--- src/logic/microPkg.sv ---
// Shared types and microinstruction field definitions for the microcoded core.
// Modules import this package in their headers. The testbench also uses these
// localparams to assemble microinstructions.

`default_nettype none

package microPkg;

    localparam int WordW = 16;
    localparam int IoW = 8;
    localparam int AluW = 6;
    localparam int SelW = 3;

    typedef logic [WordW-1:0] wordT;      // Registers, bus and program counter.
    typedef logic [WordW-1:0] uinstrT;
    typedef logic [IoW-1:0]   ioByteT;
    typedef logic [SelW-1:0]  srcSelT;
    typedef logic [SelW-1:0]  dstSelT;
    typedef logic [AluW-1:0]  aluCtrlT;   // EX, NX, EY, NY, F, NO from msb down.

    // Field positions inside the microinstruction.
    localparam int BitEo = 15;
    localparam int BitAluHi = 14;
    localparam int BitAluLo = 9;
    localparam int BitSrcHi = 14;
    localparam int BitSrcLo = 12;
    localparam int BitRt = 11;            // Only when EO is clear.
    localparam int BitPp = 10;            // Only when EO is clear.
    localparam int BitDstHi = 7;
    localparam int BitDstLo = 5;
    localparam int BitJz = 4;
    localparam int BitJgt = 3;
    localparam int BitJlt = 2;
    localparam int BitJc = 1;

    // Bus sources, used when EO is clear.
    localparam srcSelT SrcPc = 3'b000;
    localparam srcSelT SrcIoh = 3'b001;
    localparam srcSelT SrcIol = 3'b010;
    localparam srcSelT SrcMem = 3'b011;
    localparam srcSelT SrcD = 3'b110;

    // Destinations, one at a time.
    localparam dstSelT DstNone = 3'b000;
    localparam dstSelT DstA = 3'b001;
    localparam dstSelT DstI = 3'b010;
    localparam dstSelT DstMem = 3'b011;
    localparam dstSelT DstX = 3'b100;
    localparam dstSelT DstY = 3'b101;
    localparam dstSelT DstD = 3'b110;

endpackage

`default_nettype wire

--- src/logic/ctrlIf.sv ---
// Decoded control lines between the decode stage and the execute and
// writeback stages. Decode drives everything; execute only needs the
// bus-forming fields, writeback the destination, PC and jump fields.

`default_nettype none

interface ctrlIf import microPkg::*; ();

    logic    valid;     // One decoded instruction this cycle.
    logic    eo;
    aluCtrlT aluCtrl;
    srcSelT  srcSel;
    dstSelT  dstSel;
    logic    rt;
    logic    pp;
    logic    jz;
    logic    jgt;
    logic    jlt;
    logic    jc;

    modport dec (
        output valid, eo, aluCtrl, srcSel, dstSel,
        output rt, pp, jz, jgt, jlt, jc
    );

    modport exe (
        input eo, aluCtrl, srcSel
    );

    // Writeback gates everything with valid.
    modport wb (
        input valid, dstSel, rt, pp,
        input jz, jgt, jlt, jc
    );

endinterface

`default_nettype wire

--- src/logic/microDecode.sv ---
// Microinstruction decode.
// Captures the microinstruction on each uValid strobe, then registers its
// split fields onto the control interface one cycle later. Valid follows the
// strobe, so cycles without a strobe leave the later stages idle.

`default_nettype none

module microDecode import microPkg::*; (
    input  wire logic   clk,
    input  wire logic   rstN,
    input  wire uinstrT uinstr,
    input  wire logic   uValid,
    ctrlIf.dec          ctrl
);

    uinstrT  uinstrQ;
    logic    validQ;
    logic    eoD;
    aluCtrlT aluCtrlD;
    srcSelT  srcSelD;
    logic    rtD;
    logic    ppD;

    // Input capture.
    always_ff @(posedge clk) begin
        if (!rstN) begin
            validQ <= 1'b0;
        end else begin
            validQ <= uValid;
        end
    end

    always_ff @(posedge clk) begin
        if (uValid) begin
            uinstrQ <= uinstr;
        end
    end

    // Bits 14..9 mean ALU controls or source/RT/PP depending on EO.
    always_comb begin
        eoD = uinstrQ[BitEo];
        aluCtrlD = '0;
        srcSelD = '0;
        rtD = 1'b0;
        ppD = 1'b0;
        if (eoD) begin
            aluCtrlD = uinstrQ[BitAluHi:BitAluLo];
        end else begin
            srcSelD = uinstrQ[BitSrcHi:BitSrcLo];
            rtD = uinstrQ[BitRt];
            ppD = uinstrQ[BitPp];
        end
    end

    always_ff @(posedge clk) begin
        if (!rstN) begin
            ctrl.valid <= 1'b0;
            ctrl.eo <= 1'b0;
            ctrl.aluCtrl <= '0;
            ctrl.srcSel <= '0;
            ctrl.dstSel <= '0;
            ctrl.rt <= 1'b0;
            ctrl.pp <= 1'b0;
            ctrl.jz <= 1'b0;
            ctrl.jgt <= 1'b0;
            ctrl.jlt <= 1'b0;
            ctrl.jc <= 1'b0;
        end else begin
            ctrl.valid <= validQ;
            if (validQ) begin                           // Fields hold between strobes.
                ctrl.eo <= eoD;
                ctrl.aluCtrl <= aluCtrlD;
                ctrl.srcSel <= srcSelD;
                ctrl.dstSel <= uinstrQ[BitDstHi:BitDstLo];
                ctrl.rt <= rtD;
                ctrl.pp <= ppD;
                ctrl.jz <= uinstrQ[BitJz];
                ctrl.jgt <= uinstrQ[BitJgt];
                ctrl.jlt <= uinstrQ[BitJlt];
                ctrl.jc <= uinstrQ[BitJc];
            end
        end
    end

    // The strobe must be driven once reset is released.
    uValidKnown: assert property (@(posedge clk) disable iff (!rstN) !$isunknown(uValid));

endmodule

`default_nettype wire

--- src/logic/aluExecute.sv ---
// Execute stage.
// Purely combinational. Forms the internal bus value either from the ALU or
// from the selected source, and derives the zero, negative and carry flags
// that writeback uses for conditional jumps.

`default_nettype none

module aluExecute import microPkg::*; (
    ctrlIf.exe          ctrl,
    input  wire wordT   xValue,
    input  wire wordT   yValue,
    input  wire wordT   dValue,
    input  wire wordT   pcValue,
    input  wire ioByteT ioIn,
    input  wire wordT   memRdata,
    output wordT        busValue,
    output logic        zero,
    output logic        neg,
    output logic        carry
);

    logic             ex;
    logic             nx;
    logic             ey;
    logic             ny;
    logic             fn;
    logic             no;
    wordT             xOp;
    wordT             yOp;
    logic [WordW:0]   sumFull;
    wordT             aluResult;
    logic             aluCarry;
    wordT             srcValue;

    assign {ex, nx, ey, ny, fn, no} = ctrl.aluCtrl;

    always_comb begin
        xOp = ex ? xValue : '0;                        // Masked operand.
        if (nx) begin
            xOp = ~xOp;
        end
        yOp = ey ? yValue : '0;
        if (ny) begin
            yOp = ~yOp;
        end
        sumFull = {1'b0, xOp} + {1'b0, yOp};
        if (fn) begin
            aluResult = sumFull[WordW-1:0];
            aluCarry = sumFull[WordW];
        end else begin
            aluResult = xOp & yOp;
            aluCarry = 1'b0;
        end
        if (no) begin
            aluResult = ~aluResult;                    // Carry is not inverted.
        end
    end

    // Source multiplexer when EO is clear.
    always_comb begin
        case (ctrl.srcSel)
            SrcPc:   srcValue = pcValue;
            SrcIoh:  srcValue = {ioIn, {IoW{1'b0}}};
            SrcIol:  srcValue = {{(WordW-IoW){1'b0}}, ioIn};
            SrcMem:  srcValue = memRdata;
            SrcD:    srcValue = dValue;
            default: srcValue = '0;
        endcase
    end

    assign busValue = ctrl.eo ? aluResult : srcValue;
    assign zero = (busValue == '0);
    assign neg = busValue[WordW-1];                    // Sign bit.
    assign carry = ctrl.eo & aluCarry;

endmodule

`default_nettype wire

--- src/logic/regWriteback.sv ---
// Writeback stage.
// Holds the A, I, X, Y and D registers and the program counter. A valid
// instruction loads its destination from the bus, may write memory at the
// address in A, and steps the program counter. Memory write is a plain
// strobe sampled by the memory at the next clock edge.

`default_nettype none

module regWriteback import microPkg::*; (
    input  wire logic clk,
    input  wire logic rstN,
    ctrlIf.wb         ctrl,
    input  wire wordT busValue,
    input  wire logic zero,
    input  wire logic neg,
    input  wire logic carry,
    output wordT      memAddr,
    output wordT      memWdata,
    output logic      memWe,
    output wordT      aValue,
    output wordT      iValue,
    output wordT      xValue,
    output wordT      yValue,
    output wordT      dValue,
    output wordT      pcValue
);

    wordT aReg;
    wordT iReg;
    wordT xReg;
    wordT yReg;
    wordT dReg;
    wordT pcReg;
    wordT pcNext;
    logic jumpTaken;

    assign jumpTaken = (ctrl.jz & zero)
                     | (ctrl.jgt & ~zero & ~neg)
                     | (ctrl.jlt & neg)
                     | (ctrl.jc & carry);

    // RT wins over a taken jump, a jump wins over PP.
    always_comb begin
        pcNext = pcReg;
        if (ctrl.rt) begin
            pcNext = dReg;
        end else if (jumpTaken) begin
            pcNext = aReg;
        end else if (ctrl.pp) begin
            pcNext = pcReg + wordT'(1);
        end
    end

    always_ff @(posedge clk) begin
        if (!rstN) begin
            aReg <= '0;
            iReg <= '0;
            xReg <= '0;
            yReg <= '0;
            dReg <= '0;
            pcReg <= '0;
        end else if (ctrl.valid) begin
            case (ctrl.dstSel)
                DstA:            aReg <= busValue;
                DstI:            iReg <= busValue;
                DstX:            xReg <= busValue;
                DstY:            yReg <= busValue;
                DstD:            dReg <= busValue;
                DstNone, DstMem: ;                    // No register load.
                default:         ;
            endcase
            pcReg <= pcNext;
        end
    end

    assign memAddr = aReg;
    assign memWdata = busValue;
    assign memWe = ctrl.valid && (ctrl.dstSel == DstMem);

    assign aValue = aReg;
    assign iValue = iReg;
    assign xValue = xReg;
    assign yValue = yReg;
    assign dValue = dReg;
    assign pcValue = pcReg;

    // A memory write carries a known address and data.
    memWriteKnown: assert property (@(posedge clk) disable iff (!rstN)
        memWe |-> !$isunknown({memAddr, memWdata}));

    pcKnown: assert property (@(posedge clk) disable iff (!rstN) !$isunknown(pcReg));

endmodule

`default_nettype wire

--- src/logic/microCore.sv ---
// Top level of the microcoded datapath core.
// Takes one microinstruction per uValid strobe; its effect on the registers
// and the program counter shows two cycles after the strobe is sampled.
// Memory is external: reads are combinational on memAddr, writes on memWe.

`default_nettype none

module microCore import microPkg::*; (
    input  wire logic   clk,
    input  wire logic   rstN,
    input  wire uinstrT uinstr,
    input  wire logic   uValid,
    input  wire ioByteT ioIn,
    input  wire wordT   memRdata,
    output wordT        memAddr,
    output wordT        memWdata,
    output logic        memWe,
    output wordT        pc,
    output wordT        regI,
    output wordT        regX,
    output wordT        regY,
    output wordT        regD
);

    wordT busValue;
    logic zero;
    logic neg;
    logic carry;

    ctrlIf ctrl ();

    microDecode uDecode (
        .clk    (clk),
        .rstN   (rstN),
        .uinstr (uinstr),
        .uValid (uValid),
        .ctrl   (ctrl.dec)
    );

    aluExecute uExecute (
        .ctrl     (ctrl.exe),
        .xValue   (regX),
        .yValue   (regY),
        .dValue   (regD),
        .pcValue  (pc),
        .ioIn     (ioIn),
        .memRdata (memRdata),
        .busValue (busValue),
        .zero     (zero),
        .neg      (neg),
        .carry    (carry)
    );

    // A leaves the core only as the memory address.
    regWriteback uWriteback (
        .clk      (clk),
        .rstN     (rstN),
        .ctrl     (ctrl.wb),
        .busValue (busValue),
        .zero     (zero),
        .neg      (neg),
        .carry    (carry),
        .memAddr  (memAddr),
        .memWdata (memWdata),
        .memWe    (memWe),
        .aValue   (),
        .iValue   (regI),
        .xValue   (regX),
        .yValue   (regY),
        .dValue   (regD),
        .pcValue  (pc)
    );

endmodule

`default_nettype wire

--- config.mk ---
export PLATFORM = sky130hd
export DESIGN_NAME = microCore
export DESIGN_NICKNAME = d
export VERILOG_FILES = /design/src/logic/microPkg.sv /design/src/logic/ctrlIf.sv /design/src/logic/microDecode.sv /design/src/logic/aluExecute.sv /design/src/logic/regWriteback.sv /design/src/logic/microCore.sv
export SDC_FILE = /design/constraint.sdc
export NUM_CORES = 1
export LEC_CHECK = 0
export ABC_AREA = 1
export BUFFER_PORTS_ARGS = -buffer_cell sky130_fd_sc_hd__buf_2
export CAP_MARGIN = 25
export CELL_PAD_IN_SITES_DETAIL_PLACEMENT = 1
export CELL_PAD_IN_SITES_GLOBAL_PLACEMENT = 1
export CORE_MARGIN = 1.5
export CORE_UTILIZATION = 39
export CTS_CLUSTER_DIAMETER = 200
export DETAILED_ROUTE_END_ITERATION = 10
export GPL_ROUTABILITY_DRIVEN = 0
export GPL_TIMING_DRIVEN = 0
export PLACE_DENSITY = 0.8
export SKIP_LAST_GASP = 1
export SLEW_MARGIN = 15
export SYNTH_ARGS = -nofsm -noshare
export SYNTH_HDL_FRONTEND = slang
export SYNTH_SLANG_ARGS = --single-unit
export TNS_END_PERCENT = 1
--- constraint.sdc ---
create_clock -name clk -period 4.9 [get_ports clk]
set_input_delay 0.735 -clock clk [delete_from_list [all_inputs] [get_ports clk]]
set_output_delay 0.735 -clock clk [all_outputs]
set_load 0.01 [all_outputs]
==> flow_summary.yaml <==
outcome:
  status: "finished clean"
cells_and_area:
  nets: 1517
  fill_cells: 2840
  insertedDiodeCount: 0
  fin_util_pct: 48.3
  finalInstanceArea_sq_um: 9840
  area_growth_pct: 20.5
  layout-drive-gt1-share_pct: 17.6
critical_path:
  critPathLaunchType: "flop"
  cp_top_family: "simple AND/OR/NAND/NOR gates"
  cp.required_ns: 4.16
  critPathCaptureType: "output port"
  crit_top_cell: "nand2_1"
  path_buf_inv: 5
  cp_max_fo: 10
  slowest_stage: "dfxtp_1"
  crit_type: "reg2out"
  max_stage_delay_ns: 0.52
  worstPathCellList: "clkbuf_2, nand2_1, xor2_1, inv_1, ha_1, inv_1, fa_1, inv_1, nand3_1, nand3_1, nand2_1, nand2_1, nand2_1, nand2_1, nand2_1, nand3_1, nand2_1, o21ai_2, buf_2"
  crit_arrival_ns: 3.85
clock_network:
  cts_buffers: 17
  cts.htree.levels: 4
  root_buffer: "clkbuf_16"
  hold_buffers: 0
  clock_path_buffers: 2
  clk_pin_slew_worst_paths_ns: 0.06
  worstSkewPairLatency_ns: 0.43
  cts_num_sinks: 131
  cts_tree: "done"
sta:
  rsz0062_at_grt: "false"
  report.final.hold_viol_count: 0
  period_needed_ns: 4.58
  setup_viol: 0
  tightest_slew_ns: 0.786
  finalClockSkew_ns: 0.00829
  relSlewSlack_pct: 47.6
  slew_violations: 0
  max_freq_mhz: 218
  fin_tns_setup_ns: 0
  fin_crit_sh_pct: 93.5
grt:
  grt_pass1_wl_mm: 48.9
  grt_pass1_vias: 8877
  grt_max_degree: 17
  antenna_found_initial: 0
  grt_overflow: 0
  grt.total_usage_pct: 29.5
floorplanning:
  die_y_microns: 148
  start_util_pct: 40.1
  rows: 52
  die-area_sq_um: 21800
  pin_count: 156
  core-area_sq_um: 20400
  die-width_microns: 148
logic_synthesis:
  ys_ff_latch: 131
  synthTopCellsByArea: "dfxtp_1, nand2_1, inv_1"
  syn-num-nets: 1348
  synth_top_area_share_pct: 28.7
  synthFlopType: "dfxtp_1"
  synth_top_area_cell: "dfxtp_1"
  ys_async_sr_fraction_pct: 0
  synth_common_cells: "nand2_1, inv_1, dfxtp_1"
  synth.most_common_cell: "nand2_1"
  postSynthCellCount: 1287
  yosysSeqAreaShare_pct: 33.8
  yosys_warnings: 0
  ys_types: 36
  netlist_area_sq_um: 8170
  synth.avg_cell_area_sq_um: 6.35
  synth-edff-count: 14
placement:
  dp_hpwl_mm: 24.7
  placed_area_sq_um: 9270
  io_buffers: 153
worst_hold_path:
  hold_class: "reg2reg"
routing:
  drc_errors: 0
  wl_per_cell_microns: 18.4
  drt_iter0_drc: 561
  via_per_inst: 5.13
  vias: 8918
  drtPass1Iterations: 5
  drtAntennaViolNets: 0
  wirelength_mm: 31.9
flow_run:
  max_cap_viol_count: 0
power:
  power.density_nw_per_um2: 283
  leakagePower_nw: 5.35
  p_total_mw: 2.78
  ir_drop_mv: 0.243
[routing by layer]
metal / vias to the layer above / routed length (microns) / global-route usage [%]
met4: 0 / 1140 / 11.0
met2: 286 / 14700 / 48.7
met1: 4232 / 14100 / 38.5
li1: 4331 / - / -
met5: - / 0 / 0
met3: 69 / 1900 / 5.37
[kinds of logic (layout without fill, tap and decap cells)]
family | count (synthesis) | in the layout | share of synthesized area (%)
fa+ha+maj | 18 | 18 | 2.85
buf+inv | 321 | 503 | 15.2
xor+xnor | 47 | 47 | 5.04
compound gates | 239 | 239 | 15.1
flops | 131 | 131 | 33.8
simple gates | 531 | 531 | 28.0
[layout by cell type, fill, tap and decap left out, types with 2 or more instances in the layout]
cell type,count
a21oi_1,79
and2_1,3
buf_1,2
buf_2,164
buf_4,2
buf_6,2
bufinv_16,2
clkbuf_1,37
clkbuf_16,17
clkbuf_2,3
clkinv_2,5
clkinv_4,2
clkinvlp_4,2
dfxtp_1,115
dfxtp_2,2
edfxtp_1,14
ha_1,17
inv_1,249
inv_2,12
inv_6,2
nand2_1,313
nand2_2,21
nand2_4,4
nand3_1,71
nand3_2,8
nand4_1,5
nor2_1,87
nor2_2,4
nor3_1,3
nor4_1,4
o21ai_0,105
o21ai_1,30
o22ai_1,23
or2_1,2
or2_2,3
xor2_1,47
[final cells by class]
type / instances / area, sq um / area share (%)
clock inverter: 13 / 135 / 1.37
buffer: 56 / 254 / 2.58
multi-input combinational: 835 / 4170 / 42.3
inverter: 262 / 983 / 9.99
tap: 270 / 338 / 3.43
clock buffer: 19 / 433 / 4.40
sequential: 131 / 2770 / 28.1
timing repair buffer: 153 / 766 / 7.78
[flip-flops by register name, summed over array words and instances, names as in the netlist, 3 cells and up]
register,count
uDecode.ctrl.dstSel,3
uDecode.uinstrQ,14
uWriteback.iValue,16
uWriteback.aValue,16
uDecode.ctrl.aluCtrl,6
uWriteback.yValue,16
uWriteback.pcValue,16
uWriteback.dValue,16
uDecode.ctrl.srcSel,3
uWriteback.xValue,16
[metrics by stage]
stage	hold slack [ns]	setup slack, ns	cells
6_report	0.465	0.318	1739
4_1_cts	0.466	0.00986	1742
5_1_grt	0.474	0.00687	1739
3_5_place_dp	0.456	0.0959	1710
3_3_place_gp	0.451	0.116	1710
2_1_floorplan	0.434	1.11	1287
[where the power goes]
part | total [mW] | internal (mW) | switching [mW]
clock | 1.26 | 0.748 | 0.508
sequential | 1.14 | 1.11 | 0.0260
combinational | 0.387 | 0.116 | 0.271
total | 2.78 | 1.98 | 0.805
[path summary, 6_finish.rpt]
path | end | startpoint | cells past startpoint | slack (ns)
worst max register to register | uWriteback.pcValue[11] | uDecode.ctrl.aluCtrl[5] | 30 | 0.33
worst max-delay path | memWdata[8] | uDecode.ctrl.aluCtrl[5] | 19 | 0.32
worst min-delay path | uDecode.ctrl.jgt | uDecode.ctrl.jgt | 2 | 0.47
worst min register to register | uDecode.ctrl.jgt | uDecode.ctrl.jgt | 2 | 0.47
[worst register-to-register path: cells and delay by family (launching register included)]
kind	cells	cell delay [ns]
AO/OA/AOI/OAI	2	0.61
XOR/XNOR	1	0.15
adder cells (fa/ha/maj)	2	0.65
buffers and inverters	5	0.79
flip-flops	1	0.52
AND/OR/NAND/NOR	20	1.76
[timing repair]
| item | CTS | global route |
|---|---|---|
| setup endpoints to repair | 0 | 19 |
| buffers inserted | 0 | 0 |
| gates resized for setup | 0 | 11 |
Note: power is estimated with default switching activity, not from simulation.
